**src/hdl/conv_node_pkg.sv**
```systemverilog
package conv_node_pkg;

    // packet and payload widths
    localparam int pkt_width      = 45;
    localparam int fil_data_width = 40;  // five 8-bit weights per row
    localparam int if_data_width  = 36;  // image pixels carried per ifmap packet

    // header field widths
    localparam int fil_size_bits  = 2;
    localparam int if_side_bits   = 6;   // ifmap side length
    localparam int pe_node_bits   = 4;

    // filter store
    localparam int fil_rows       = 8;
    localparam int fil_row_bits   = $clog2(fil_rows);

    // ifmap store is two banks of if_words selected by the timestep bit
    localparam int if_words       = 128;
    localparam int if_word_bits   = $clog2(if_words);
    localparam int if_mem_depth   = 2 * if_words;
    localparam int if_addr_bits   = $clog2(if_mem_depth);

    localparam int pe_nodes       = 14;  // ack lines, nodes 14 and 15 unused
    localparam int fifo_depth     = 4;
    localparam int fifo_ptr_bits  = $clog2(fifo_depth);

    // wide enough for 36 * 128 pixels and for 63 * 63
    localparam int img_cnt_bits   = 13;

    // one packet word, three ways to read it
    // bit 0 is the source in every view (1 external input, 0 pe ack)
    typedef union packed {
        struct packed {
            logic [fil_data_width-1:0] data;  // filter row
            logic [fil_size_bits-1:0]  size;
            logic                      ts;    // timestep
            logic                      kind;  // 1 for filter
            logic                      src;
        } fil;
        struct packed {
            logic [if_data_width-1:0]  data;  // image data
            logic [if_side_bits-1:0]   side;
            logic                      ts;    // selects the store bank
            logic                      kind;  // 0 for ifmap
            logic                      src;
        } ifm;
        struct packed {
            logic [pkt_width-pe_node_bits-2:0] pad;  // all zero
            logic [pe_node_bits-1:0]           node; // acking pe
            logic                              src;  // 0 here
        } ack;
    } packet_u;

endpackage
```
**src/hdl/packet_fifo.sv**
```systemverilog
`timescale 1ns/1ps

module packet_fifo (
    input  logic                              clk,
    input  logic                              rst,
    input  logic                              in_valid,
    input  logic [conv_node_pkg::pkt_width-1:0] in_data,
    output logic                              in_ready,
    output logic                              out_valid,
    output logic [conv_node_pkg::pkt_width-1:0] out_data,
    input  logic                              out_ready
);

    logic [conv_node_pkg::pkt_width-1:0] mem [conv_node_pkg::fifo_depth]; // packet slots
    logic [conv_node_pkg::fifo_ptr_bits-1:0] wr_ptr;
    logic [conv_node_pkg::fifo_ptr_bits-1:0] rd_ptr;
    logic [conv_node_pkg::fifo_ptr_bits:0]   count;  // one bit more than the pointers
    logic push;
    logic pop;

    assign in_ready  = (count != conv_node_pkg::fifo_depth); // low only when full
    assign out_valid = (count != '0);
    assign out_data  = mem[rd_ptr];                            // head word

    assign push = in_valid && in_ready;
    assign pop  = out_valid && out_ready;

    // pointers wrap on their own since depth is a power of two
    always_ff @(posedge clk) begin
        if (rst) begin
            wr_ptr <= '0;
            rd_ptr <= '0;
            count  <= '0;
        end else begin
            if (push)
                wr_ptr <= wr_ptr + 1'b1;
            if (pop)
                rd_ptr <= rd_ptr + 1'b1;
            if (push && !pop)
                count <= count + 1'b1;
            else if (pop && !push)
                count <= count - 1'b1; // push and pop together keep the count
        end
    end

    always_ff @(posedge clk) begin
        if (push)
            mem[wr_ptr] <= in_data;
    end

endmodule

```
**config.mk**
```make
export PLATFORM = sky130hd
export DESIGN_NAME = packet_fifo
export DESIGN_NICKNAME = d
export VERILOG_FILES = /design/src/hdl/conv_node_pkg.sv /design/src/hdl/packet_fifo.sv
export SDC_FILE = /design/constraint.sdc
export NUM_CORES = 1
export LEC_CHECK = 0
export BUFFER_PORTS_ARGS = -buffer_cell sky130_fd_sc_hd__buf_2
export CAP_MARGIN = 0
export CORE_UTILIZATION = 51
export DETAILED_ROUTE_END_ITERATION = 10
export MAX_ROUTING_LAYER = met4
export PLACE_DENSITY = 0.8
export SYNTH_ARGS = -nofsm -noshare
export SYNTH_HDL_FRONTEND = slang
export SYNTH_SLANG_ARGS = --single-unit
export TNS_END_PERCENT = 1
```
**constraint.sdc**
```tcl
create_clock -name clk -period 2.2 [get_ports clk]
set_input_delay 0.44 -clock clk [delete_from_list [all_inputs] [get_ports clk]]
set_output_delay 0.44 -clock clk [all_outputs]
set_load 0.02 [all_outputs]
```
==> key figures, run 1 <==
Yosys
  • Yosys warning total: 0
  • Mapped Area: 7020 um2
  • Synth Area in Adders: 1.18%
  • Mean post-synth cell area: 24.8 um2
  • Largest family of logic cells by synthesized area: multiplexers
  • Netlist cell types: 25
  • Simple-gate share of the synthesized area: 1.19%
  • Mux cell area share after synthesis: 15.2%
  • Seq cells post-synth: 189
  • Post-synth net total: 338
  • Sequential area share after synthesis: 79.6%
  • Xor/xnor share of the synthesized area: 0.499%
  • Mapped Cells: 283
  • Compound-cell area share of the yosys netlist: 0.535%

Clocking
  • CTS root buffer: clkbuf_16
  • CTS buffer count: 17
  • Clk sinks: 189
  • Hold-fix buffers, CTS: 0
  • CTS H-tree depth: 4
  • CTS Buffer Depth: 2

Timing
  • Worst ep type: output port
  • Last worst endpoint in the global-route repair_timing: out_data[2]

Place
  • PortBufs: 95
  • GP Congestion: 0.752
  • DP HPWL: 7290 um

Die
  • Die Y: 119 um
  • Initial Util: 52.6%
  • I/O Pins: 96
  • Die Wd: 119 um
  • # rows: 42

Status
  • Failed at: 5_2_route
  • First Err: [ERROR DRT-0255] Maze Route cannot find path of net clk in worker of routeBox ( 96600 0 ) ( 119315 48300 ).
  • Status: stopped before the end

Global routing
  • First-pass GRT wire length: 19,400 um
  • Initial antenna violation count: 1
  • Gr usage total: 19.9%
  • Total global routing overflow: 0
  • Largest net degree at the start of global routing: 46
  • Vias in the first global route: 3,501
==> layer usage <==
metal / track usage [%]
met5: -
met4: 7.81
met3: 6.61
met2: 31.8
met1: 23.5
==> Yosys cell counts, drive strengths merged <==
cell / instances / share of area (%)
and2: 4 / 0.36
a21boi: 1 / 0.16
or3: 2 / 0.18
inv: 3 / 0.16
a21oi: 1 / 0.071
nor2: 8 / 0.43
o31ai: 1 / 0.11
ha: 5 / 0.89
nand2b: 2 / 0.18
o21ai: 1 / 0.071
xor2: 4 / 0.50
edfxtp: 180 / 77
mux2i: 2 / 0.29
nand2: 1 / 0.053
mux4: 45 / 15
fa: 1 / 0.29
dfxtp: 9 / 2.6
clkbuf: 2 / 0.12
buf: 9 / 1.6
mux2: 1 / 0.16
o311ai: 1 / 0.12
==> metrics by stage <==
stage          cell area, um2  worst slack [ns]  instances  setup TNS (ns)  hold slack, ns
2_1_floorplan            7020           -0.0909        283          -12.27           0.482
3_3_place_gp             7800             0.174        558               0           0.493
3_5_place_dp             7800           0.00550        558               0           0.514
4_1_cts                  8630           -0.0528        596          -0.939           0.204
5_1_grt                  8650           -0.0829        597           -2.40           0.208
==> repair_timing <==
item	in CTS	in global routing
resized for setup	19	6
endpoints found under the setup margin	40	42
gates cloned	1	0
buffers inserted	5	0
==> cell families after synthesis <==
| logic type | Yosys count |
|---|---|
| xor gates and xnor gates | 4 |
| buffers and inverters | 14 |
| AOI/OAI and AO/OA | 5 |
| muxes | 48 |
| and+or+nand+nor | 17 |
| adders and majority gates | 6 |
| DFF | 189 |
==> run 2, diff against run 1 <==
--- a/config.mk
+++ b/config.mk
@@ -7,10 +7,9 @@
 export LEC_CHECK = 0
 export BUFFER_PORTS_ARGS = -buffer_cell sky130_fd_sc_hd__buf_2
 export CAP_MARGIN = 0
-export CORE_UTILIZATION = 51
+export CORE_UTILIZATION = 40
 export DETAILED_ROUTE_END_ITERATION = 10
-export MAX_ROUTING_LAYER = met4
-export PLACE_DENSITY = 0.8
+export PLACE_DENSITY_LB_ADDON = 0.15
 export SYNTH_ARGS = -nofsm -noshare
 export SYNTH_HDL_FRONTEND = slang
 export SYNTH_SLANG_ARGS = --single-unit
==> constraint.sdc (replaced) <==
create_clock -name clk -period 2.85 [get_ports clk]
set_input_delay 0.57 -clock clk [delete_from_list [all_inputs] [get_ports clk]]
set_output_delay 0.57 -clock clk [all_outputs]
set_load 0.02 [all_outputs]
==> run 2 against run 1 <==
Effect of this change:
- the flow now finishes without violations
- synthesized cell count stayed put
- area after synthesis is the same
- global-route usage is 5.6 points lower
==> key figures, run 2 <==
Global routing
  • Gr usage total: 14.3%
  • Initial antenna violation count: 0
  • Vias in the first global route: 3,370
  • Largest net degree at the start of global routing: 46
  • Total global routing overflow: 0
  • First-pass GRT wire length: 18,300 um

Yosys
  • Xor/xnor share of the synthesized area: 0.499%
  • Synth Area in Adders: 1.18%
  • Seq cells post-synth: 189
  • Yosys warning total: 0
  • Netlist cell types: 25
  • Mux cell area share after synthesis: 15.2%
  • Compound-cell area share of the yosys netlist: 0.535%
  • Top cells by area, synth: edfxtp_1, mux4_2, dfxtp_1
  • Prevailing post-synth register cell: edfxtp_1
  • Commonest cells post-synth: edfxtp_1, mux4_2, dfxtp_1
  • EDFF count, synth: 180
  • Mapped Area: 7020 um2
  • Post-synth net total: 338
  • Mapped Cells: 283
  • Most numerous cell in the Yosys netlist: edfxtp_1
  • Simple-gate share of the synthesized area: 1.19%
  • Async SR Flop Fraction: 0%
  • Area share of the largest cell type after synthesis: 77.0%
  • Sequential area share after synthesis: 79.6%
  • Cell accounting for the most synthesized area: edfxtp_1
  • Mean post-synth cell area: 24.8 um2
  • Largest family of logic cells by synthesized area: multiplexers

Hold path
  • Hold Path Class: in2reg

Clocking
  • CTS H-tree depth: 4
  • CTS Buffer Depth: 2
  • Post-CTS Setup Bufs: 0
  • CTS clock-pin slew for the worst setup and hold paths: 0.06 ns
  • Hold-fix buffers, CTS: 0
  • CTS root buffer: clkbuf_16
  • Insertion delay to the later sink of the worst-skew pair: 0.42 ns
  • CTS buffer count: 17
  • Clk sinks: 189
  • CTS tree: built
  • Post-CTS Resized: 0

Setup path
  • Worst path depth: 3
  • Startpoint types: flip-flop
  • Crit path to: out_data[42]
  • R2R depth: 8
  • Worst setup path category: reg2out
  • Crit-path max FO: 16
  • Crit path max-delay family: multiplexers
  • Worst r2r dst: count[2]
  • Slowest cell on crit path: mux4_1
  • Worst r2r src: count[0]
  • Worst path required time: 2.28 ns
  • Crit path buffers/inverters: 2
  • Crit-path cells: buf_12 -> mux4_1 -> buf_2
  • Worst Setup End Kind: primary output
  • Max incr delay on CP: 0.61 ns
  • Arrival @ worst endpoint: 2.03 ns
  • R2R Setup Slk: 0.64 ns

Routing
  • DRT Pass-1 Iters: 4
  • Iter 0 DRT Violations: 160
  • Average wire per standard cell: 18.7 um
  • Antenna Nets Post-Route: 0
  • Final WL: 11,900 um
  • Routed vias/inst: 4.98
  • Drt drc: 0
  • Via count: 3,155

Place
  • PortBufs: 95
  • Placement-stage cell area: 7800 um2
  • GP Congestion: 0.696
  • DP HPWL: 6840 um

Timing
  • F_max: 385 MHz
  • Rel. slew slack: 67.4%
  • Final Slew Violations: 0
  • Setup TNS: 0 ns
  • RSZ-0062 raised after global routing: false
  • Worst Clk Skew: 0.00824 ns
  • Final worst path period share: 91.2%
  • Fin crit period: 2.60 ns
  • Slew @ Worst Pin: 0.483 ns
  • Worst hold margin: 0.359 ns
  • Setup violations, final: 0
  • Final hold violations: 0

Die
  • Initial Util: 40.7%
  • Die Footprint: 18,100 um2
  • Die Wd: 134 um
  • # rows: 48
  • Core Footprint: 17,200 um2
  • Die Y: 134 um
  • I/O Pins: 96

Pwr
  • PwrDens: 934 nW/um2
  • Worst vdd ir: 0.000451 V
  • Lkg Pwr: 0.00284 uW
  • Total Power: 7840 uW

Layout
  • Final-layout fill cell count: 1,428
  • Area growth syn-to-layout: 19.7%
  • Reg area: 5590 um2
  • Max reg flops: 180
  • Most common cell after layout, fill and taps aside: edfxtp_1
  • Final core utilization: 48.7%
  • Design Area, Final: 8400 um2
  • Fraction of layout cells with a size suffix above 1: 43.7%
  • Most flops, register: mem
  • Regs by FF count: mem: 180 flops, count: 3 flops
  • Multi-input gate area: 1310 um2
  • Final nets: 450
  • Commonest non-fill, non-tap cells in the layout: edfxtp_1, buf_2, mux4_2, clkbuf_16, nor2_1

Run
  • MaxCap Viol Count: 0

Status
  • Status: finished, final reports clean
[run 2: cell counts after synthesis]
No cell type changed its count.
[run 2: cell type report]
type                       instances  share of cell area (%)
antenna                            1                  0.0298
clock buffer                      18                    5.11
clock inverter                    13                    2.06
inverter                           3                   0.134
multi-input combinational         80                    15.6
sequential                       189                    66.5
tap                              225                    3.35
timing repair buffer             104                    7.21
[run 2: through the flow]
stage | setup slack, ns | std cells
after global routing | 0.138 | 632
after floorplan | 0.486 | 283
after detailed placement | 0.547 | 601
after CTS | 0.187 | 632
final | 0.250 | 633
after global placement | 0.604 | 601
[run 2: layer usage]
layer  global-route usage [%]  wire length (um)  up-vias
li1                         -                 -     1419
met1                     17.4              5170     1648
met2                     23.7              5970       72
met3                     4.32               525       16
met4                     5.99               198        0
met5                        0                 0        -
[run 2: worst reg2reg max path, cell delays in order, from the launching register on]
cell and delay (ns):
dfxtp_1 0.46, nor2_1 0.10, a21boi_2 0.29, ha_1 0.24, inv_1 0.06, fa_1 0.37
xor2_1 0.18, or3_1 0.31, a21oi_1 0.13
[run 2: cells by family (layout without fill, tap and decap cells)]
group | count (synthesis) | count (layout)
fa+ha+maj | 6 | 6
compound gates | 5 | 5
other cells | 0 | 1
xor+xnor | 4 | 4
buf+inv | 14 | 138
mux | 48 | 48
flops | 189 | 189
simple gates | 17 | 17
[run 2: power breakdown]
part           total [uW]  internal, uW  switching [uW]
logic                1920           859            1060
clock network        2400          1450             946
registers            3520          3380             147
[run 2: how the worst min path moves through the flow]
| stage | start | to | slack [ns] | depth (start not counted) |
|---|---|---|---|---|
| detailed placement | wr_ptr[1] | wr_ptr[1] | 0.51 | 2 |
| floorplan | wr_ptr[1] | wr_ptr[1] | 0.48 | 2 |
| finish | in_data[1] | mem[0][1] | 0.36 | 1 |
| global route | in_data[37] | mem[1][37] | 0.34 | 1 |
| global placement | rd_ptr[1] | flip-flop | 0.50 | 2 |
| CTS | in_data[1] | mem[1][1] | 0.34 | 1 |
No activity file was read; power rests on OpenSTA's default activity.
