--- src/hdl/conv_node_pkg.sv ---
package conv_node_pkg;

    // packet and payload widths
    localparam int pkt_width      = 45;
    localparam int fil_data_width = 40;  // five 8-bit weights per row
    localparam int if_data_width  = 36;  // image pixels carried per ifmap packet

    // header field widths
    localparam int fil_size_bits  = 2;
    localparam int if_side_bits   = 6;   // ifmap side length
    localparam int pe_node_bits   = 4;

    // filter store
    localparam int fil_rows       = 8;
    localparam int fil_row_bits   = $clog2(fil_rows);

    // ifmap store is two banks of if_words selected by the timestep bit
    localparam int if_words       = 128;
    localparam int if_word_bits   = $clog2(if_words);
    localparam int if_mem_depth   = 2 * if_words;
    localparam int if_addr_bits   = $clog2(if_mem_depth);

    localparam int pe_nodes       = 14;  // ack lines, nodes 14 and 15 unused
    localparam int fifo_depth     = 4;
    localparam int fifo_ptr_bits  = $clog2(fifo_depth);

    // wide enough for 36 * 128 pixels and for 63 * 63
    localparam int img_cnt_bits   = 13;

    // one packet word, three ways to read it
    // bit 0 is the source in every view (1 external input, 0 pe ack)
    typedef union packed {
        struct packed {
            logic [fil_data_width-1:0] data;  // filter row
            logic [fil_size_bits-1:0]  size;
            logic                      ts;    // timestep
            logic                      kind;  // 1 for filter
            logic                      src;
        } fil;
        struct packed {
            logic [if_data_width-1:0]  data;  // image data
            logic [if_side_bits-1:0]   side;
            logic                      ts;    // selects the store bank
            logic                      kind;  // 0 for ifmap
            logic                      src;
        } ifm;
        struct packed {
            logic [pkt_width-pe_node_bits-2:0] pad;  // all zero
            logic [pe_node_bits-1:0]           node; // acking pe
            logic                              src;  // 0 here
        } ack;
    } packet_u;

endpackage
--- src/hdl/filter_store.sv ---
`timescale 1ns/1ps

module filter_store (
    input  logic                                     clk,
    input  logic                                     we,
    input  logic [conv_node_pkg::fil_row_bits-1:0]   waddr,
    input  logic [conv_node_pkg::fil_data_width-1:0] wdata,
    input  logic [conv_node_pkg::fil_row_bits-1:0]   raddr,
    output logic [conv_node_pkg::fil_data_width-1:0] rdata
);

    // one entry per filter row, overwritten as new filters come in
    logic [conv_node_pkg::fil_data_width-1:0] rows [conv_node_pkg::fil_rows];

    always_ff @(posedge clk) begin
        if (we)
            rows[waddr] <= wdata;
    end

    // registered read, data one cycle after the address
    always_ff @(posedge clk) begin
        rdata <= rows[raddr];
    end

endmodule

--- config.mk ---
export PLATFORM = sky130hd
export DESIGN_NAME = filter_store
export DESIGN_NICKNAME = d
export VERILOG_FILES = /design/src/hdl/conv_node_pkg.sv /design/src/hdl/filter_store.sv
export SDC_FILE = /design/constraint.sdc
export NUM_CORES = 1
export LEC_CHECK = 0
export BUFFER_PORTS_ARGS = -buffer_cell sky130_fd_sc_hd__buf_2
export CAP_MARGIN = 5
export CORE_MARGIN = 1
export CORE_UTILIZATION = 54
export DETAILED_ROUTE_END_ITERATION = 16
export PLACE_DENSITY = 0.74
export SLEW_MARGIN = 0
export SYNTH_ARGS = -nofsm -noshare
export SYNTH_HDL_FRONTEND = slang
export SYNTH_SLANG_ARGS = --single-unit
--- constraint.sdc ---
create_clock -name clk -period 3.9 [get_ports clk]
set_input_delay 0.78 -clock clk [delete_from_list [all_inputs] [get_ports clk]]
set_output_delay 0.78 -clock clk [all_outputs]
set_load 0.005 [all_outputs]
# Word-level counts from Yosys, hierarchy flattened
# Memory sizes are Yosys's and may differ from the RTL's. A register that Yosys moved wholly into a read port is not among the register bits.
# Index checks and enable logic that the tools add are counted.
[op_classes]
muxes = 2
[ops]
columns = ["cell", "count"]
rows = [
  ["1-bit 2-to-1 mux", 2],
]
[word_totals]
in_bits = 48
elab_cells = 3
ram_bits = 320
register_bits = 0
mem_count = 1
[memory_table]
columns = ["name", "depth", "width", "read_ports", "rd_ports_with_merged_regs", "write_ports", "line_no", "source"]
rows = [
  ["rows", 8, 40, 1, 1, 1, "filter_store.sv:13", "logic [conv_node_pkg::fil_data_width-1:0] rows [conv_node_pkg::fil_rows];"],
]

# Longest topological paths before layout
# Gate-level depths: netlist (run 1).
[logic_depth]
word_depth = 2
depth_mapped = 4
mapped_depth_nobuf = 2

# Worst setup path after synthesis (run 1)
# OpenSTA, ideal clock, no wires.
[synth_path]
kind = "input port to flip-flop"
start = "input waddr[2] in the netlist's numbering"
end = "memory rows[0][0] in the netlist's numbering, enable pin"
path_buffers = 0
arrival_ns = 3.702
stages = 2
slack_ns = -0.289
path_cell_list = "nand2b_1 nor3_1"
[synth_lines]
columns = ["element", "line_no", "source"]
rows = [
  ["from (decl)", "filter_store.sv:6", "input logic [conv_node_pkg::fil_row_bits-1:0] waddr,"],
  ["to (decl)", "filter_store.sv:13", ""],
]
# Straight into the memory's write port.

==> metrics.cfg, run 1 <==
[synth]
yosysSeqAreaShare_pct=79.03
yosys_warnings=0
synth-seq-cells=360
synth_top_area_share_pct=72.96
avgSynthCellArea_um2=25.58
syn_area_mm2=0.01317
synthCells=515
yosysUniqueCellTypes=10
synth_nets=563
synthTopCellsByArea=edfxtp_1 73%, mux4_1 16%, dfxtp_1 6.1%
synth_top_area_cell=edfxtp_1

[clocking]
cts_hold_buf=0
cts.clk_slew.worst_paths_ns=0.06
cts_root_buffer=clkbuf_16
clk-insertion-delay-late_ns=0.50
post_cts.repair.setup_buffers=0
cts_tree=yes
cts.path.max_buffers=3
cts_num_sinks=360
cts-htree-levels=2
cts_made_buffers=36
postCtsResizedCells=0

[setup_path]
arrival_ns=2.54
regToRegEndpoint=rdata[20]
crit_required_ns=4.29
crit_fanout=32
startpoint_type=input port
r2r_setup_slack_ns=2.59
path_class=in2reg
cp-end-kind=flop
rr_worst_depth=2
worstReg2RegStart=rows[3][20]

[sta]
finalSetupTns_ns=0
final_hold_viol_count=0
period_minus_slack_ns=2.156
skew_ns=0.009137
maxSlewViolCount=0
rsz0062_at_grt=false
setup_viol=0
relSlewSlack_pct=32.20
setup_ws_ns=1.744
finalCritPeriodShare_pct=55.27
fmax_mhz=463.9
hold-worst-slack_ns=0.5432
tightestPinTransition_ns=1.017

[place]
dp_hpwl_um=11820
place_ws_ns=1.196
port-buffer-count=87
place_congestion=0.6965
placed_area_mm2=0.01404
place_inst=910

[power_and_ir_drop]
switching_share_pct=19.34
irDropWorstVdd_v=0.0003425
fin_total_pwr_mw=8.113
clockPowerShare_pct=41.1
switchingPower_mw=1.569
p_seq_share_pct=54.2
power_density_mw_per_mm2=533.7
p_leak_nw=5.260
pwr-share-comb_pct=4.7
p_int_mw=6.544

[global_route]
grt_pass1_vias=6013
grt_overflow_total=0
gr-usage-all-layers_pct=19.70
grt_pass1_wl_um=34950
grt_max_degree=81
antenna_found_initial=2

[layout]
drive_gt1_share_pct=30.53
layoutNonFillerInstCount=976
utilization_pct=64.19
area_growth_pct=15.41
nets=677
n_fill_cell=1592
stdcell_area_mm2=0.01520

[job]
drv_cap=0

[drt]
antenna_left=0
drc_errors=0
via_count=5579
post_drt_wl_per_cell_um=23.90
routed_wl_um=23330
drt_iter0_drc=346
dr.pass1.iters=4
via_per_inst=5.716

[floorplan]
core_area_mm2=0.02368
die_w_um=158.2
rows=56
floorplan.initialDensity_pct=55.62
io_pins=88
die_h_um=158.2
dieArea_mm2=0.02502

[worst_hold_path]
hold_end=rows[2][19]
min_path_cells=1
hold_path_class=in2reg
min_from=wdata[19]

[run_status]
status=complete, no violations

## Yosys cell counts (all sizes together)
cell and number:
buf 9, clkbuf 13, dfxtp 40, edfxtp 320, mux2 40, mux4 80, nand2 2, nand2b 3
nor2 6, nor3 2
## state kept, by name, summed over array words and instances (netlist names)
name	cells
rdata	40
rows	320
## worst max-delay path, stage by stage
cell    delay (ns)
buf_4         0.44
buf_4         0.40
mux4_1        0.62
mux2_2        0.27
## cell families after synthesis
logic type | Yosys count | share of synthesized area (%)
AND/OR/NAND/NOR | 13 | 0.4465
buffers and inverters | 22 | 1.140
multiplexers | 120 | 19.38
flip-flops | 360 | 79.03
## layout make-up
cell class | instances | area (um2) | area share [%]
Antenna cell | 2 | 5.005 | 0.03292
Clock buffer | 51 | 1049 | 6.898
Clock inverter | 13 | 111.4 | 0.7326
Multi-Input combinational cell | 133 | 2679 | 17.62
Sequential cell | 360 | 10410 | 68.48
Tap cell | 319 | 399.1 | 2.626
Timing Repair Buffer | 98 | 548.0 | 3.605
## per-layer routing
metal / GRT usage, % / wire length, um / up-vias
li1: - / - / 2484
met1: 25.67 / 9877 / 2884
met2: 33.25 / 11720 / 177
met3: 3.915 / 1259 / 34
met4: 6.914 / 467 / 0
met5: 0 / 0 / -
## cell usage in the layout (no fill, tap or decap), types with 3 or more instances in the layout
cell type,synthesis,routed
clkbuf_1,13,7
clkbuf_16,0,37
nor2_4,0,6
clkbuf_8,0,7
nand2b_1,3,3
dfxtp_1,40,40
edfxtp_1,320,320
buf_4,0,11
clkinv_1,0,3
buf_2,0,85
mux2_2,40,40
mux4_1,80,80
clkinv_2,0,8
## power groups by stage
stage                     clock network, mW  registers, mW  logic [mW]
after CTS                              3.41           4.40       0.390
final                                  3.34           4.40       0.380
after global routing                   3.55           4.41       0.414
after detailed placement                  0           4.48       0.388
after floorplan                           0           4.47       0.212
after global placement                    0           4.47       0.371
## how the worst max path moves through the flow
stage / startpoint / to / depth (start not counted)
after global placement: raddr[0] / rdata[12] / 4
after detailed placement: raddr[0] / rdata[16] / 4
final: raddr[0] / rdata[12] / 4
after global routing: raddr[0] / rdata[16] / 4
after floorplan: waddr[2] / rows[1][0] / 2
after CTS: raddr[0] / rdata[16] / 4
(Power assumes the default switching activity.)
==> run 2: changes to the inputs <==
- CORE_UTILIZATION: 54 -> 60
- PLACE_DENSITY: 0.74 -> 0.78
- clock period: 3.9 -> 2.1 ns (I/O delays scaled with it)
==> run 2 against run 1 <==
- clock skew down 0.00067 ns
- worst setup slack worse by 1.1 ns
- register-to-register slack worse by 1.8 ns
- die area down 9.9%
- first-iteration DRC count down 13%
- critical path depth down 3
- final cell count down 3.2%
- non-clock buffer count up 16
- critical endpoint is now rdata[17]
- highest routed layer unchanged
==> metrics.cfg, run 2 (same netlist as run 1, synthesis figures left out) <==
[sta]
setup_viol=0  ; unchanged
fmax_mhz=686.4
relSlewSlack_pct=68.05  ; was 32.20%
maxSlewViolCount=0  ; unchanged
rsz0062_at_grt=false  ; unchanged
period_minus_slack_ns=1.457
finalCritPeriodShare_pct=69.38
skew_ns=0.008470  ; was 0.009137 ns
final_hold_viol_count=0  ; unchanged
tightestPinTransition_ns=0.4781  ; was 1.017 ns

[clocking]
cts_made_buffers=35  ; was 36
postCtsResizedCells=0  ; unchanged
cts_root_buffer=clkbuf_16  ; unchanged
cts.path.max_buffers=3  ; unchanged
clk-insertion-delay-late_ns=0.51  ; was 0.50 ns
cts_hold_buf=0  ; unchanged
cts.clk_slew.worst_paths_ns=0.06  ; about the same
post_cts.repair.setup_buffers=0  ; unchanged
cts-htree-levels=2  ; unchanged
cts_tree=yes  ; unchanged
cts_num_sinks=360  ; unchanged

[setup_path]
cpLargestDelayFamily=flip-flops  ; was multiplexers
cp.buffers_inverters=1  ; was 2
startpoint_type=flop  ; was input port
arrival_ns=1.04  ; was 2.54 ns
crit_required_ns=1.68  ; was 4.29 ns
cp-end-kind=output pin  ; was flop
r2r_setup_slack_ns=0.78  ; was 2.59 ns
max_stage_delay_ns=0.39  ; was 0.62 ns
cpMaxStageDelayCell=dfxtp_1  ; was mux4_1
path_cells=buf_2  ; was buf_4 > buf_4 > mux4_1 > mux2_2
path_class=reg2out  ; was in2reg
crit_fanout=1  ; was 32

[place]
place_congestion=0.7042  ; was 0.6965
port-buffer-count=87  ; unchanged
dp_hpwl_um=12840  ; was 11820 um
placed_area_mm2=0.01429  ; was 0.01404 mm2

[drt]
drt_iter0_drc=300  ; was 346
dr.pass1.iters=4  ; unchanged
post_drt_wl_per_cell_um=24.80  ; was 23.90 um
routed_wl_um=23430  ; was 23330 um
drc_errors=0  ; unchanged
antenna_left=0  ; unchanged
via_per_inst=6.010  ; was 5.716
via_count=5679  ; was 5579

[global_route]
grt_pass1_vias=6055  ; was 6013
antenna_found_initial=1  ; was 2
grt_overflow_total=0  ; unchanged
gr-usage-all-layers_pct=21.77  ; was 19.70%
grt_max_degree=39  ; was 81
grt_pass1_wl_um=34580  ; was 34950 um

[job]
drv_cap=0  ; unchanged

[run_status]
status=complete, no violations  ; unchanged

[layout]
n_fill_cell=1180  ; was 1592
top_regs=rows: 320 flops, rdata: 40 flops  ; unchanged
mostFrequentLayoutCells=320 x edfxtp_1, 85 x buf_2, 80 x mux4_1, 40 x mux2_2, 40 x dfxtp_1  ; unchanged
final_common_cell=edfxtp_1  ; unchanged
top_register=rows  ; unchanged
drive_gt1_share_pct=31.84  ; was 30.53%
area_growth_pct=17.34  ; was 15.41%
nets=692  ; was 677
largest_register_ff_count=320  ; unchanged
stdcell_area_mm2=0.01545  ; was 0.01520 mm2

[power_and_ir_drop]
irDropWorstVdd_v=0.0007678  ; was 0.0003425 V
fin_total_pwr_mw=15.13  ; was 8.113 mW
power_density_mw_per_mm2=978.8  ; was 533.7 mW/mm2
p_leak_nw=5.379  ; was 5.260 nW

[floorplan]
floorplan.initialDensity_pct=61.88  ; was 55.62%
core_area_mm2=0.02129  ; was 0.02368 mm2
io_pins=88  ; unchanged
die_w_um=150.2  ; was 158.2 um
die_h_um=150.2  ; was 158.2 um
dieArea_mm2=0.02255  ; was 0.02502 mm2
rows=53  ; was 56

[worst_hold_path]
hold_path_class=in2reg  ; unchanged

run 2: final timing paths:
| path | from | end | cells past startpoint |
|---|---|---|---|
| hold / removal | wdata[32] | rows[0][32] | 1 |
| setup / recovery | rdata[17] | rdata[17] | 1 |
| hold reg to reg | rows[2][8] | rdata[8] | 2 |
| setup reg to reg | rows[0][24] | rdata[24] | 2 |
run 2: metal layers:
metal | wire (um) | GRT usage (%) | vias to the layer above
li1 | - | - | 2509
met1 | 9537 | 28.87 | 2953
met2 | 12100 | 36.92 | 186
met3 | 1433 | 4.333 | 31
met4 | 367 | 6.616 | 0
met5 | 0 | 0 | -
run 2: stage by stage:
| stage | util [%] | hold slack [ns] | instances | setup TNS, ns | setup slack [ns] |
|---|---|---|---|---|---|
| after CTS | 72.59 | 0.1534 | 944 | 0 | 0.6378 |
| final | 72.60 | 0.1815 | 945 | 0 | 0.6431 |
| after global routing | 72.59 | 0.1676 | 944 | 0 | 0.6369 |
| after detailed placement | 67.13 | 0.6617 | 882 | 0 | 0.1628 |
| after global placement | 67.13 | 0.6446 | 882 | 0 | 0.1907 |
| after floorplan | - | 0.5189 | 515 | -24.27 | -0.4597 |
run 2: report_power, final:
| part | leakage, nW | switching, mW | internal [mW] |
|---|---|---|---|
| registers | 3.24 | 0.0747 | 8.09 |
| clock network | 0.568 | 2.46 | 3.76 |
| logic | 1.57 | 0.369 | 0.379 |
run 2: final cells by class:
class | instances | area [um2] | area share, %
Clock inverter | 8 | 93.84 | 0.6072
Multi-Input combinational cell | 133 | 2679 | 17.33
Clock buffer | 54 | 1070 | 6.922
Timing Repair Buffer | 114 | 855.8 | 5.538
Antenna cell | 1 | 2.502 | 0.01619
Tap cell | 275 | 344.1 | 2.226
Sequential cell | 360 | 10410 | 67.36
==> run 3: changes to the inputs <==
- CORE_UTILIZATION: 60 -> 54
- PLACE_DENSITY: 0.78 -> 0.74
- clock period: 2.1 -> 1.2 ns (I/O delays scaled with it)
==> run 3 against run 2 <==
- the flow now finishes with violations (setup timing)
- first-iteration DRC count grew 35%
- hold slack worse by 0.16 ns
- count of clock-buffer cells in the layout down 4
- sequential share of layout area down 1.8 points
- clock power is 74% higher
- core utilization fell by 5.3 points
- final cell count is 9.2% higher
- critical path depth is 1 higher
- via count grew 1.6%
- global-route usage down 1.4 points
- sequential power rose by 75%
- largest cell class unchanged
- highest routed layer is now met5
==> metrics.cfg, run 3 (same netlist as run 1, synthesis figures left out) <==
[run_status]
status=finished with violations  ; was complete, no violations
violations=setup timing

[job]
drv_cap=0  ; unchanged

[place]
dp_hpwl_um=13920  ; was 12840 um
port-buffer-count=87  ; unchanged
placed_area_mm2=0.01423  ; was 0.01429 mm2
place_inst=938  ; was 882
place_congestion=0.7037  ; was 0.7042

[floorplan]
dieArea_mm2=0.02502  ; was 0.02255 mm2
die_w_um=158.2  ; was 150.2 um
die_h_um=158.2  ; was 150.2 um
floorplan.initialDensity_pct=55.62  ; was 61.88%
core_area_mm2=0.02368  ; was 0.02129 mm2
io_pins=88  ; unchanged
rows=56  ; was 53

[setup_path]
arrival_ns=1.69  ; was 1.04 ns
cp-end-kind=flop  ; was output pin
r2r_setup_slack_ns=-0.1  ; was 0.78 ns
crit_fanout=1  ; unchanged
startpoint_type=flop  ; unchanged
crit_required_ns=1.59  ; was 1.68 ns
path_class=reg2reg  ; was reg2out

[layout]
utilization_pct=67.30  ; was 72.60%
multi_input_area_mm2=0.002539  ; was 0.002679 mm2
num_antenna_cells=0  ; was 1
top_register=rows  ; unchanged
mostFrequentLayoutCells=320 x edfxtp_1, 80 x mux4_2, 65 x buf_2, 37 x clkbuf_16  ; was 320 x edfxtp_1, 85 x buf_2, 80 x mux4_1, 40 x mux2_2, 40 x dfxtp_1
drive_gt1_share_pct=47.55  ; was 31.84%
area_growth_pct=21.01  ; was 17.34%
largest_register_ff_count=320  ; unchanged
layoutNonFillerInstCount=1032  ; was 945
stdcell_area_mm2=0.01594  ; was 0.01545 mm2
final_common_cell=edfxtp_1  ; unchanged
ff_latch_area_mm2=0.01045  ; was 0.01041 mm2
n_fill_cell=1481  ; was 1180
nets=736  ; was 692
top_regs=rows: 320 flops, rdata: 40 flops  ; unchanged

[sta]
tightestPinTransition_ns=0.2709  ; was 0.4781 ns
finalCritPeriodShare_pct=108.0
skew_ns=0.01192  ; was 0.008470 ns
setup_viol=40  ; was 0
maxSlewViolCount=0  ; unchanged
relSlewSlack_pct=81.94  ; was 68.05%
final_hold_viol_count=0  ; unchanged
fmax_mhz=771.9
setup_ws_ns=-0.09543  ; was 0.6431 ns
rsz0062_at_grt=true  ; was false
period_minus_slack_ns=1.295

[clocking]
cts_made_buffers=36  ; was 35
cts.path.max_buffers=3  ; unchanged
post_cts.repair.setup_buffers=0  ; unchanged
cts-htree-levels=2  ; unchanged
clk-insertion-delay-late_ns=0.50  ; was 0.51 ns
cts_root_buffer=clkbuf_16  ; unchanged
cts_tree=yes  ; unchanged
cts.clk_slew.worst_paths_ns=0.06  ; about the same
cts_num_sinks=360  ; unchanged

[power_and_ir_drop]
power_density_mw_per_mm2=1681  ; was 978.8 mW/mm2
clockPowerShare_pct=40.2  ; was 41.1%
pwr-share-comb_pct=6.3  ; was 4.9%
switchingPower_mw=5.265  ; was 2.904 mW
switching_share_pct=19.65  ; was 19.20%
irDropWorstVdd_v=0.001406  ; was 0.0007678 V
p_int_mw=21.53  ; was 12.22 mW
p_leak_nw=5.433  ; was 5.379 nW
p_seq_share_pct=53.6  ; was 54.0%

[drt]
via_count=5772  ; was 5679
dr.pass1.iters=4  ; unchanged
antenna_left=0  ; unchanged
post_drt_wl_per_cell_um=23.55  ; was 24.80 um
drc_errors=0  ; unchanged
via_per_inst=5.593  ; was 6.010
drt_iter0_drc=406  ; was 300
routed_wl_um=24300  ; was 23430 um

[global_route]
antenna_found_initial=1  ; unchanged
grt_pass1_vias=6190  ; was 6055
grt_pass1_wl_um=36080  ; was 34580 um
grt_max_degree=27  ; was 39
grt_overflow_total=0  ; unchanged
gr-usage-all-layers_pct=20.40  ; was 21.77%

[worst_hold_path]
hold_path_class=in2reg  ; unchanged

## run 3: final cells by class
type	instances	share of cell area (%)
Clock inverter	13	0.9106
Sequential cell	360	65.55
Timing Repair Buffer	157	8.925
Tap cell	319	2.504
Clock buffer	50	6.178
Multi-Input combinational cell	133	15.93
## run 3: per-stage QoR
| step | hold WS (ns) | total power [mW] | setup WS (ns) | setup TNS [ns] |
|---|---|---|---|---|
| after floorplan | 0.3389 | 15.35 | -0.6555 | -102.02 |
| after global placement | 0.4904 | 15.94 | -0.3285 | -56.64 |
| after detailed placement | 0.5094 | 16.02 | -0.3575 | -60.01 |
| after CTS | 0.0004411 | 26.88 | -0.09989 | -1.243 |
| after global routing | 0.01379 | 27.62 | -0.1110 | -2.428 |
| final | 0.02195 | 26.79 | -0.09543 | -1.140 |
## run 3: worst max-delay path: stages, from the launching register on
cell      delay (ns)
edfxtp_1        0.39
mux4_2          0.51
mux2_4          0.28
## run 3: timing repair
action                     CTS  global route
hold buffers                31             0
hold endpoints to repair   222             0
gates resized for setup     40            39
setup endpoints to repair   57            72
## run 3: power by group through the flow
stage	clock network [mW]	registers [mW]	logic [mW]
finish	10.8	14.3	1.68
detailed placement	0	14.6	1.45
floorplan	0	14.5	0.819
global placement	0	14.5	1.40
CTS	10.9	14.3	1.61
global route	11.4	14.4	1.80
## run 3: path summary, 6_finish.rpt
check,start,end,cells after the start
worst max-delay path,rows[7][5],rdata[5],2
worst min register to register,rows[2][11],rdata[11],2
worst min-delay path,wdata[17],rows[4][17],1
worst max register to register,rows[7][5],rdata[5],2
## run 3: routing by layer
metal / global-route usage (%) / vias up / share of wire [%]
met1: 26.07 / 3046 / 41
li1: - / 2521 / -
met3: 3.422 / 28 / 4.9
met5: 0 / - / 0.053
met2: 35.90 / 175 / 53
met4: 6.136 / 2 / 1.4
