`src/hdl/conv_node_pkg.sv`:
```
package conv_node_pkg;

    // packet and payload widths
    localparam int pkt_width      = 45;
    localparam int fil_data_width = 40;  // five 8-bit weights per row
    localparam int if_data_width  = 36;  // image pixels carried per ifmap packet

    // header field widths
    localparam int fil_size_bits  = 2;
    localparam int if_side_bits   = 6;   // ifmap side length
    localparam int pe_node_bits   = 4;

    // filter store
    localparam int fil_rows       = 8;
    localparam int fil_row_bits   = $clog2(fil_rows);

    // ifmap store is two banks of if_words selected by the timestep bit
    localparam int if_words       = 128;
    localparam int if_word_bits   = $clog2(if_words);
    localparam int if_mem_depth   = 2 * if_words;
    localparam int if_addr_bits   = $clog2(if_mem_depth);

    localparam int pe_nodes       = 14;  // ack lines, nodes 14 and 15 unused
    localparam int fifo_depth     = 4;
    localparam int fifo_ptr_bits  = $clog2(fifo_depth);

    // wide enough for 36 * 128 pixels and for 63 * 63
    localparam int img_cnt_bits   = 13;

    // one packet word, three ways to read it
    // bit 0 is the source in every view (1 external input, 0 pe ack)
    typedef union packed {
        struct packed {
            logic [fil_data_width-1:0] data;  // filter row
            logic [fil_size_bits-1:0]  size;
            logic                      ts;    // timestep
            logic                      kind;  // 1 for filter
            logic                      src;
        } fil;
        struct packed {
            logic [if_data_width-1:0]  data;  // image data
            logic [if_side_bits-1:0]   side;
            logic                      ts;    // selects the store bank
            logic                      kind;  // 0 for ifmap
            logic                      src;
        } ifm;
        struct packed {
            logic [pkt_width-pe_node_bits-2:0] pad;  // all zero
            logic [pe_node_bits-1:0]           node; // acking pe
            logic                              src;  // 0 here
        } ack;
    } packet_u;

endpackage
```
`src/hdl/instr_decoder.sv`:
```
`timescale 1ns/1ps

module instr_decoder (
    input  logic                                       clk,
    input  logic                                       rst,
    input  logic                                       pkt_valid,
    input  logic [conv_node_pkg::pkt_width-1:0]        pkt_data,
    output logic                                       pkt_ready,
    output logic                                       fil_we,
    output logic [conv_node_pkg::fil_row_bits-1:0]     fil_row,
    output logic [conv_node_pkg::fil_data_width-1:0]   fil_wdata,
    output logic                                       if_we,
    output logic [conv_node_pkg::if_addr_bits-1:0]     if_waddr,
    output logic [conv_node_pkg::if_data_width-1:0]    if_wdata,
    output logic                                       fil_inst_valid,
    output logic [conv_node_pkg::fil_row_bits-1:0]     fil_inst_row,
    input  logic                                       fil_inst_ready,
    output logic                                       if_inst_valid,
    output logic [conv_node_pkg::if_side_bits+conv_node_pkg::fil_size_bits-1:0] if_inst_info,
    input  logic                                       if_inst_ready,
    output logic                                       fil_size_valid,
    output logic [conv_node_pkg::fil_size_bits-1:0]    fil_size,
    output logic [conv_node_pkg::pe_nodes-1:0]         pe_ack
);

    conv_node_pkg::packet_u pkt;  // same word seen as filter, ifmap or ack
    logic accept;
    logic is_fil;
    logic is_ifm;
    logic is_ack;

    logic [conv_node_pkg::fil_row_bits-1:0] row_cnt;  // next filter row to fill
    logic [conv_node_pkg::if_word_bits-1:0] word_cnt; // word index in current image

    // end of image check operands
    logic [conv_node_pkg::img_cnt_bits-1:0] word_ext;
    logic [conv_node_pkg::img_cnt_bits-1:0] side_ext;
    logic img_done;

    assign pkt = pkt_data;

    // hold off input while an instruction waits so only one is ever pending
    assign pkt_ready = !fil_inst_valid && !if_inst_valid;
    assign accept    = pkt_valid && pkt_ready;

    assign is_fil = pkt.fil.src && pkt.fil.kind;
    assign is_ifm = pkt.ifm.src && !pkt.ifm.kind;
    assign is_ack = !pkt.ack.src;                 // kind bit is don't care here

    assign word_ext = {{(conv_node_pkg::img_cnt_bits-conv_node_pkg::if_word_bits){1'b0}},
                       word_cnt};
    assign side_ext = {{(conv_node_pkg::img_cnt_bits-conv_node_pkg::if_side_bits){1'b0}},
                       pkt.ifm.side};

    // pixels collected including this word against side squared
    assign img_done = ((word_ext + 1'b1) * conv_node_pkg::if_data_width) >=
                      (side_ext * side_ext);

    always_ff @(posedge clk) begin
        if (rst) begin
            fil_we         <= 1'b0;
            if_we          <= 1'b0;
            fil_size_valid <= 1'b0;
            fil_inst_valid <= 1'b0;
            if_inst_valid  <= 1'b0;
            pe_ack         <= '0;
            row_cnt        <= '0;
            word_cnt       <= '0;
            fil_size       <= '0;  // no filter seen yet
        end else begin
            // single cycle strobes
            fil_we         <= accept && is_fil;
            fil_size_valid <= accept && is_fil;
            if_we          <= accept && is_ifm;

            // one hot ack, nodes past the bus width match nothing
            for (int i = 0; i < conv_node_pkg::pe_nodes; i++) begin
                pe_ack[i] <= accept && is_ack && (pkt.ack.node == i);
            end

            if (fil_inst_valid && fil_inst_ready)
                fil_inst_valid <= 1'b0;
            if (if_inst_valid && if_inst_ready)
                if_inst_valid <= 1'b0;

            if (accept && is_fil) begin
                fil_size       <= pkt.fil.size;    // becomes the current filter size
                fil_inst_valid <= 1'b1;
                row_cnt        <= row_cnt + 1'b1;  // wraps after row 7
            end

            if (accept && is_ifm) begin
                if (img_done) begin
                    word_cnt <= '0;
                    if (pkt.ifm.ts)
                        if_inst_valid <= 1'b1; // only timestep 1 images start work
                end else begin
                    word_cnt <= word_cnt + 1'b1;
                end
            end
        end
    end

    // payload registers, qualified by the strobes and valids above
    always_ff @(posedge clk) begin
        if (accept && is_fil) begin
            fil_row      <= row_cnt;
            fil_wdata    <= pkt.fil.data;
            fil_inst_row <= row_cnt;  // stays put while the instruction waits
        end
        if (accept && is_ifm) begin
            if_waddr     <= {pkt.ifm.ts, word_cnt}; // bank then word
            if_wdata     <= pkt.ifm.data;
            if_inst_info <= {pkt.ifm.side, fil_size};
        end
    end

endmodule

```
`config.mk`:
```
export PLATFORM = sky130hd
export DESIGN_NAME = instr_decoder
export DESIGN_NICKNAME = d
export VERILOG_FILES = /design/src/hdl/conv_node_pkg.sv /design/src/hdl/instr_decoder.sv
export SDC_FILE = /design/constraint.sdc
export NUM_CORES = 1
export LEC_CHECK = 0
export BUFFER_PORTS_ARGS = -buffer_cell sky130_fd_sc_hd__buf_2
export CAP_MARGIN = 20
export CORE_UTILIZATION = 25
export DETAILED_ROUTE_END_ITERATION = 12
export GPL_ROUTABILITY_DRIVEN = 0
export HOLD_SLACK_MARGIN = 0.02
export PLACE_DENSITY = 0.48
export SYNTH_ARGS = -nofsm -noshare
export SYNTH_HDL_FRONTEND = slang
export SYNTH_SLANG_ARGS = --single-unit
```
`constraint.sdc`:
```
create_clock -name clk -period 6.5 [get_ports clk]
set_clock_uncertainty 0.05 [all_clocks]
set_input_delay 0.65 -clock clk [delete_from_list [all_inputs] [get_ports clk]]
set_output_delay 0.65 -clock clk [all_outputs]
set_load 0.05 [all_outputs]
```
# Yosys cells after proc, flatten, opt, wreduce, memory -nomap -nowiden
# Cells that the tools add are included.
[totals]
in_bits = 50
word_cells = 68
register_bits = 125
out_inout_bits = 120
[classes]
add_sub_neg = 3
eq_ne = 13
n_mul = 2
reduce_logical = 29
muxes = 7
n_lt_le_gt_ge = 1
[ops]
columns = ["cell", "n"]
rows = [
  ["4-bit == test, second input constant", 6],
  ["1-bit logical AND", 23],
  ["4-bit by 3-bit == test with 1-bit output, second input constant", 4],
  ["14-bit by 12-bit greater-or-equal comparator with 1-bit output", 1],
  ["6-bit by 6-bit multiplier with 12-bit output", 1],
  ["8-bit by 4-bit multiplier with 12-bit output, second input constant", 1],
  ["7-bit by 1-bit adder with 8-bit output, second input constant", 1],
  ["4-bit by 2-bit == test with 1-bit output, second input constant", 2],
  ["7-bit by 1-bit adder with 7-bit output, second input constant", 1],
  ["7-bit 2-to-1 mux", 1],
  ["1-bit 2-to-1 mux", 6],
  ["4-bit by 1-bit == test with 1-bit output, second input constant", 1],
  ["1-bit zero test", 4],
  ["4-bit zero test", 1],
  ["3-bit by 1-bit adder with 3-bit output, second input constant", 1],
  ["2-bit nonzero test", 1],
]

# Depth between registers and ports, before layout
# Gate-level depths: netlist (run 1).
[depth]
word_depth = 5
mapped_depth = 23

# Worst setup path after synthesis (run 1)
# Ideal clock, no wire load.
[synth_path]
path_type = "input -> register"
startpoint = "input port pkt_data[3] (netlist bit)"
endpoint = "register if_inst_valid"
cell_stages = 19
setup_time_ns = 0.118
arrival_time_ns = 5.211
required_time_ns = 6.332
path_slack_ns = 1.121
path_buffers = 1
cell_sequence = "clkbuf_1 -> and2_1 -> fa_1 -> inv_1 -> fa_1 -> fa_1 -> inv_1 -> ha_1 -> a21o_1 -> a21oi_1 -> nor2b_1 -> o21a_1 -> o41a_1 -> xor2_1 -> ha_1 -> a21boi_0 -> nor4b_4 -> o21ai_1 -> a41o_1"
[synth_between]
elab_chain_len = 4
[synth_lines]
columns = ["element", "line", "rtl"]
rows = [
  ["start, declared", "instr_decoder.sv:7", "input logic [conv_node_pkg::pkt_width-1:0] pkt_data,"],
  ["6-bit by 6-bit multiplier with 12-bit output", "instr_decoder.sv:57", "(side_ext * side_ext);"],
  ["14-bit by 12-bit greater-or-equal comparator with 1-bit output", "instr_decoder.sv:56", "assign img_done = ((word_ext + 1'b1) * conv_node_pkg::if_data_width) >="],
  ["1-bit 2-to-1 mux", "instr_decoder.sv:93", "if (img_done) begin"],
  ["1-bit 2-to-1 mux", "instr_decoder.sv:92", "if (accept && is_ifm) begin"],
  ["end signal, assigned", "instr_decoder.sv:65", "if_inst_valid <= 1'b0;"],
  ["end signal, assigned", "instr_decoder.sv:84", "if_inst_valid <= 1'b0;"],
  ["end signal, assigned", "instr_decoder.sv:96", "if_inst_valid <= 1'b1;"],
  ["end, declared", "instr_decoder.sv:18", "output logic if_inst_valid,"],
]
# Every way passes these cells.
# A chain may end at the register's enable or synchronous reset.

# Worst setup path after layout (run 1)
# Ends and elaborated chain as after synthesis.

==> key figures, run 1 <==
Power
  – P_sw: 0.000538 W
  – Internal Power: 0.00158 W
  – Leakage Power: 3.06 nW
  – Clock Power Share: 45.5%
  – Worst VDD drop: 0.159 mV
  – Comb pwr share: 12.7%
  – Register share of total power: 41.8%
  – Switching share of power: 25.4%
  – Pwr Density: 298 nW/um^2

Yosys
  – Post-synthesis simple-gate area fraction: 10.9%
  – XOR/XNOR Fraction of Synth Area: 2.62%
  – Cell Area, Synth: 5350 sq um
  – Yosys top cell by area: edfxtp_1
  – Post-synthesis compound-gate area fraction: 6.71%
  – Ys async rst share: 0%
  – Largest family of logic cells by synthesized area: adder cells
  – Ys Warns: 0
  – Synth unique cells: 50
  – FF+latch count, synth: 125
  – Cell count after synthesis: 385
  – Synth Area in Adders: 11.6%
  – Syn nets: 479
  – Synth top area share: 53.3%
  – Synth top area cells: edfxtp_1 (53%), dfxtp_1 (11%), ha_1 (8.2%)
  – Avg Cell Area, Syn: 13.9 sq um
  – Post-synthesis sequential area ratio: 64.6%
  – Most used DFF post-synth: edfxtp_1
  – Multiplexer share of the synthesized area: 0.211%
  – EDFF count, synth: 95

Route
  – DRT Pass-1 Iters: 4
  – Routed wire length: 12500 microns
  – Post-DR vias/cell: 4.23
  – Post-route ant nets: 0
  – DR WL/cell: 14.7 microns
  – Initial DRC Count: 157
  – DR vias: 3615
  – Post-route DRC: 0

CTS
  – Clock transition at the registers of the reported paths: 0.06 ns
  – CTS Buffer Depth: 2
  – CTS buffer count: 17
  – CTS tree: yes
  – Post-CTS sizing: 0
  – Post-CTS Setup Bufs: 0
  – Clk sinks: 125
  – H-tree levels: 4
  – Worst skew pair latency: 0.40 ns
  – CTS root buf: clkbuf_16
  – CTS Hold Bufs: 0

Die
  – Core area: 21000 sq um
  – Starting Density: 25.4%
  – Row count: 53
  – Chip height: 148 microns
  – Die footprint: 22000 sq um
  – Die W: 148 microns
  – IO Count: 170

Setup path
  – Startpoint Class: input pin
  – R2R Setup Slk: 2.17 ns
  – Worst Reg-to-Reg Cells: 16
  – Nature of the critical path endpoint: flip-flop
  – Worst Setup SP: pkt_data[3]
  – Maximum fanout along the worst path: 14
  – Worst Path Arrival: 5.62 ns
  – CP Capture Point: if_inst_valid
  – Crit path kind: in2reg
  – Crit Reg-Reg Endpoint: if_inst_valid
  – Critical Path RT: 6.74 ns
  – Reg2Reg Launch Point: word_cnt[0]

STA
  – Final hold slack: 0.389 ns
  – Relative slew slack: 55.4%
  – RSZ-0062 raised after global routing: no
  – Pins Over Slew Limit: 0
  – Setup violations, final: 0
  – Final period util: 82.8%
  – Fin. Hold Viols: 0
  – Achievable clock frequency: 186 MHz
  – Worst-margin pin slew: 0.669 ns
  – Minimum clock period after layout: 5.38 ns
  – Setup total negative slack: 0 ns

Global routing
  – Initial antenna violation count: 1
  – Number of global-route vias before repair: 3601
  – First-pass GRT wire length: 18900 microns
  – Largest net degree at the start of global routing: 48
  – Remaining Overflow, GRT: 0
  – GRT Total Usage: 11.3%

Placement
  – Post-DP HPWL: 9560 microns
  – Count of input and output buffers: 169

Final layout
  – Area grow syn2layout: 33.0%
  – Nets: 660
  – FILL cells: 2050
  – Antenna fix cells: 0
  – Share of layout cells above drive strength 1: 37.3%

Job
  – Max-cap check violation count: 0

Outcome
  – Outcome: finished clean

Worst hold path
  – HP Class: in2reg
-- metrics by stage --
step / cell area (sq um) / power, W / util [%] / worst slack [ns] / instances
2_1_floorplan: 5350 / 0.00110 / - / 1.12 / 385
3_3_place_gp: 6500 / 0.00117 / 30.9 / 0.809 / 822
3_5_place_dp: 6500 / 0.00118 / 30.9 / 0.699 / 822
4_1_cts: 7120 / 0.00215 / 33.8 / 1.12 / 854
5_1_grt: 7120 / 0.00221 / 33.8 / 0.814 / 854
6_report: 7120 / 0.00212 / 33.8 / 1.12 / 854
-- worst min-delay path by stage --
stage / from / to / slack (ns) / cells past startpoint
6_report: pkt_data[16] / if_wdata[7] / 0.39 / 1
5_1_grt: pkt_data[33] / fil_wdata[28] / 0.37 / 1
4_1_cts: pkt_data[16] / if_wdata[7] / 0.37 / 1
3_5_place_dp: row_cnt[2] / fil_row[2] / 0.39 / 0
3_3_place_gp: row_cnt[2] / fil_row[2] / 0.39 / 0
2_1_floorplan: row_cnt[2] / fil_row[2] / 0.38 / 0
-- cells in the mapped netlist (4+ instances only) --
cell type and count:
edfxtp_1 95, ha_1 35, inv_1 35, dfxtp_1 30, nor2_1 26, nand2_1 23, a21oi_1 17, and2_1 10
fa_1 9, nor3_1 8, xnor2_1 8, xor2_1 8, nor2b_1 7, o221ai_1 5, buf_4 4, clkbuf_1 4
nand3_1 4, nand4_1 4, nor3b_1 4, o21ai_0 4
-- cell usage in the layout, fill, tap and decap left out, types with 6 or more instances in the layout --
cell | synthesis | routed
nor3_1 | 8 | 8
and2_1 | 10 | 10
fa_1 | 9 | 9
inv_1 | 35 | 33
clkbuf_16 | 0 | 17
inv_6 | 0 | 6
dfxtp_1 | 30 | 30
ha_1 | 35 | 35
xnor2_1 | 8 | 8
edfxtp_1 | 95 | 95
buf_2 | 0 | 169
nand2_1 | 23 | 23
nor2_1 | 26 | 26
a21oi_1 | 17 | 17
xor2_1 | 8 | 8
nor2b_1 | 7 | 7
-- cells by family (layout without fill, tap and decap cells) --
kind of cell               count (synthesis)  after routing
DFF                                      125            125
buffers and inverters                     45            239
xor gates and xnor gates                  16             16
AOI/OAI and AO/OA                         51             51
muxes                                      1              1
adders and majority gates                 44             44
and+or+nand+nor                          103            103
-- power groups by stage --
stage	Clock [W]	Sequential (W)	Combinational [W]
floorplan	0	0.000967	0.000135
global route	0.00102	0.000889	0.000301
detailed placement	0	0.000904	0.000271
global placement	0	0.000904	0.000271
finish	0.000965	0.000887	0.000269
CTS	0.000989	0.000888	0.000273
-- worst max-delay path, stage by stage --
cell and delay (ns):
buf_2 0.18, and2_1 0.18, fa_1 0.53, inv_1 0.07
fa_1 0.50, fa_1 0.55, inv_1 0.04, ha_1 0.32
a31oi_1 0.28, o21bai_1 0.08, and2_1 0.18, o2111a_1 0.23
a211oi_1 0.23, ha_1 0.30, and4_1 0.22, nand4_1 0.10
a21oi_1 0.07, nor4b_4 0.49, o21ai_1 0.15, a41o_1 0.26
-- final cells by class --
type / count / area, sq um / share of cell area, %
Sequential cell: 125 / 3450 / 48.5
Multi-Input combinational cell: 215 / 1710 / 24.1
Timing Repair Buffer: 171 / 861 / 12.1
Clock buffer: 18 / 429 / 6.03
Tap cell: 275 / 344 / 4.84
Clock inverter: 14 / 181 / 2.55
Inverter: 36 / 135 / 1.90
-- sequential cells by signal, indices dropped and copies added, names as in the netlist, 2 cells and up --
name / count
fil_row: 3
fil_size: 2
fil_wdata: 40
if_inst_info: 8
if_waddr: 8
if_wdata: 36
pe_ack: 14
row_cnt: 3
word_cnt: 7
-- per-layer routing --
layer	global-route usage, %	share of wire (%)
met5	0	0.14
met3	3.01	6.6
met4	4.02	0.93
met2	21.2	52
met1	12.2	41
No activity file was read; power rests on OpenSTA's default activity.
==> run 2, diff against run 1 <==
==> constraint.sdc (replaced) <==
create_clock -name clk -period 5.25 [get_ports clk]
set_clock_uncertainty 0.05 [all_clocks]
set_input_delay 0.525 -clock clk [delete_from_list [all_inputs] [get_ports clk]]
set_output_delay 0.525 -clock clk [all_outputs]
set_load 0.05 [all_outputs]
==> run 2 against run 1 <==
  * Via count grew 2.3%
  * Power grew 21%
  * Worst hold slack lost 0.13 ns
  * Count of clock-buffer cells in the layout is the same
  * Setup slack lost 0.79 ns
  * Design area grew 0.55%
  * Sequential cell count is the same
  * Non-clock buffer count grew 11
  * Clock power grew 14%
  * Core utilization grew 0.18 points
  * Critical path depth is the same
  * Sequential power grew 24%
  * Critical path type unchanged
  * Highest routed layer is now met4
==> key figures, run 2 (synthesis results as in run 1) <==
Outcome
  – Outcome: finished clean

Route
  – Post-route ant nets: 0
  – DR WL/cell: 14.3 microns
  – Post-DR vias/cell: 4.28
  – DR vias: 3698
  – Post-route DRC: 0
  – Initial DRC Count: 112
  – Routed wire length: 12400 microns
  – DRT Pass-1 Iters: 4

CTS
  – CTS Buffer Depth: 2
  – Worst skew pair latency: 0.40 ns
  – Clk sinks: 125
  – Post-CTS Setup Bufs: 0
  – CTS Hold Bufs: 0
  – Clock transition at the registers of the reported paths: 0.06 ns
  – CTS buffer count: 17
  – CTS root buf: clkbuf_16
  – H-tree levels: 4
  – Post-CTS sizing: 0
  – CTS tree: yes

Setup path
  – Worst Path Arrival: 5.20 ns
  – Crit path max-delay cell type: fa_1
  – R2R Setup Slk: 1.06 ns
  – Worst Setup SP: pkt_data[8]
  – Reg2Reg Launch Point: word_cnt[0]
  – Crit path top cell by count: fa_1
  – Critical Path, Cell by Cell: buf_2, and2_1, fa_1, inv_1, fa_1, fa_1, inv_1, ha_1, a21o_1, a21oi_2, nor2b_1, o21a_1, o41a_1, xor2_1, ha_1, a21boi_0, nor4b_4, buf_4, o2111ai_1, a21oi_1
  – Crit path depth: 20
  – CP Capture Point: word_cnt[1]
  – Startpoint Class: input pin
  – Nature of the critical path endpoint: flip-flop
  – Critical Path RT: 5.53 ns
  – Crit path kind: in2reg
  – Crit-path max cell delay: 0.55 ns
  – Worst Reg-to-Reg Cells: 16
  – Buffers & Inverters on Critical Path: 4
  – Maximum fanout along the worst path: 7
  – Crit path max-delay family: adder cells
  – Crit Reg-Reg Endpoint: word_cnt[1]

STA
  – Pins Over Slew Limit: 0
  – Relative slew slack: 34.1%
  – Setup violations, final: 0
  – Final hold slack: 0.258 ns
  – Fin. Hold Viols: 0
  – Final period util: 93.6%
  – Minimum clock period after layout: 4.92 ns
  – Worst-margin pin slew: 0.988 ns
  – Achievable clock frequency: 203 MHz
  – RSZ-0062 raised after global routing: no

Final layout
  – Share of layout cells above drive strength 1: 38.8%
  – Most frequent cells in the layout: buf_2 (169), edfxtp_1 (95), ha_1 (35), inv_1 (33), dfxtp_1 (30)
  – Antenna fix cells: 0
  – Nets: 671
  – Area grow syn2layout: 33.8%
  – Max FFs per register: 40
  – Largest regs: fil_wdata x40, if_wdata x36, pe_ack x14
  – Top reg by flops: fil_wdata
  – Commonest non-fill, non-tap cell in the layout: buf_2

Die
  – Die footprint: 22000 sq um
  – Chip height: 148 microns
  – Starting Density: 25.4%
  – IO Count: 170
  – Die W: 148 microns
  – Row count: 53
  – Core area: 21000 sq um

Global routing
  – Initial antenna violation count: 0
  – Largest net degree at the start of global routing: 48
  – Remaining Overflow, GRT: 0
  – GRT Total Usage: 11.3%
  – First-pass GRT wire length: 18900 microns
  – Number of global-route vias before repair: 3630

Power
  – Pwr Density: 358 nW/um^2
  – Power consumption: 0.00256 W
  – Leakage Power: 3.10 nW
  – Worst VDD drop: 0.195 mV

Placement
  – Post-DP HPWL: 9510 microns
  – Count of input and output buffers: 169

Worst hold path
  – HP Class: in2reg

Job
  – Max-cap check violation count: 0
## run 2: worst min-delay path by stage
| stage | cells past startpoint | start | endpoint | slack (ns) |
|---|---|---|---|---|
| detailed placement | 0 | row_cnt[2] | fil_row[2] | 0.39 |
| CTS | 1 | pkt_data[34] | if_wdata[25] | 0.24 |
| floorplan | 0 | row_cnt[2] | fil_row[2] | 0.38 |
| finish | 1 | pkt_data[42] | if_wdata[33] | 0.26 |
| global placement | 0 | row_cnt[1] | fil_row[1] | 0.39 |
| global route | 1 | pkt_data[21] | if_wdata[12] | 0.24 |
## run 2: area by class of cell
| type | count | area (sq um) |
|---|---|---|
| repair buffers | 182 | 943 |
| well taps | 275 | 344 |
| flip-flops and latches | 125 | 3450 |
| clock buffers | 18 | 429 |
| clock inverters | 14 | 134 |
| multi-input cells | 215 | 1720 |
| inverters | 36 | 135 |
| fillers | 2063 | 13900 |
## run 2: per-layer routing
| metal | wire length [microns] | GRT usage (%) |
|---|---|---|
| met2 | 6320 | 20.0 |
| met1 | 5130 | 13.1 |
| met4 | 157 | 4.64 |
| met5 | 0 | 0 |
| met3 | 770 | 2.79 |
## run 2: power by group
group	switching, W	internal (W)	total (W)
clock	0.000441	0.000660	0.00110
sequential	0.00000761	0.00109	0.00110
combinational	0.000230	0.000128	0.000359
## run 2: worst reg2reg max path, delay by kind of cell (launching register included)
kind | cells | cell delay (ns)
adder cells (fa/ha/maj) | 4 | 1.21
XOR/XNOR | 1 | 0.20
AND/OR/NAND/NOR | 4 | 0.90
AO/OA/AOI/OAI | 6 | 1.12
flip-flops | 1 | 0.44
buffers and inverters | 1 | 0.20
## run 2: per-stage QoR
stage	cells	TNS [ns]	setup WS (ns)	utilization (%)	cell area, sq um
6_report	865	0	0.334	34.0	7150
5_1_grt	865	0	0.00420	34.0	7150
4_1_cts	865	0	0.345	34.0	7150
3_5_place_dp	833	-0.378	-0.0754	31.4	6590
3_3_place_gp	833	-0.0245	-0.0191	31.4	6590
2_1_floorplan	385	0	0.00695	-	5350
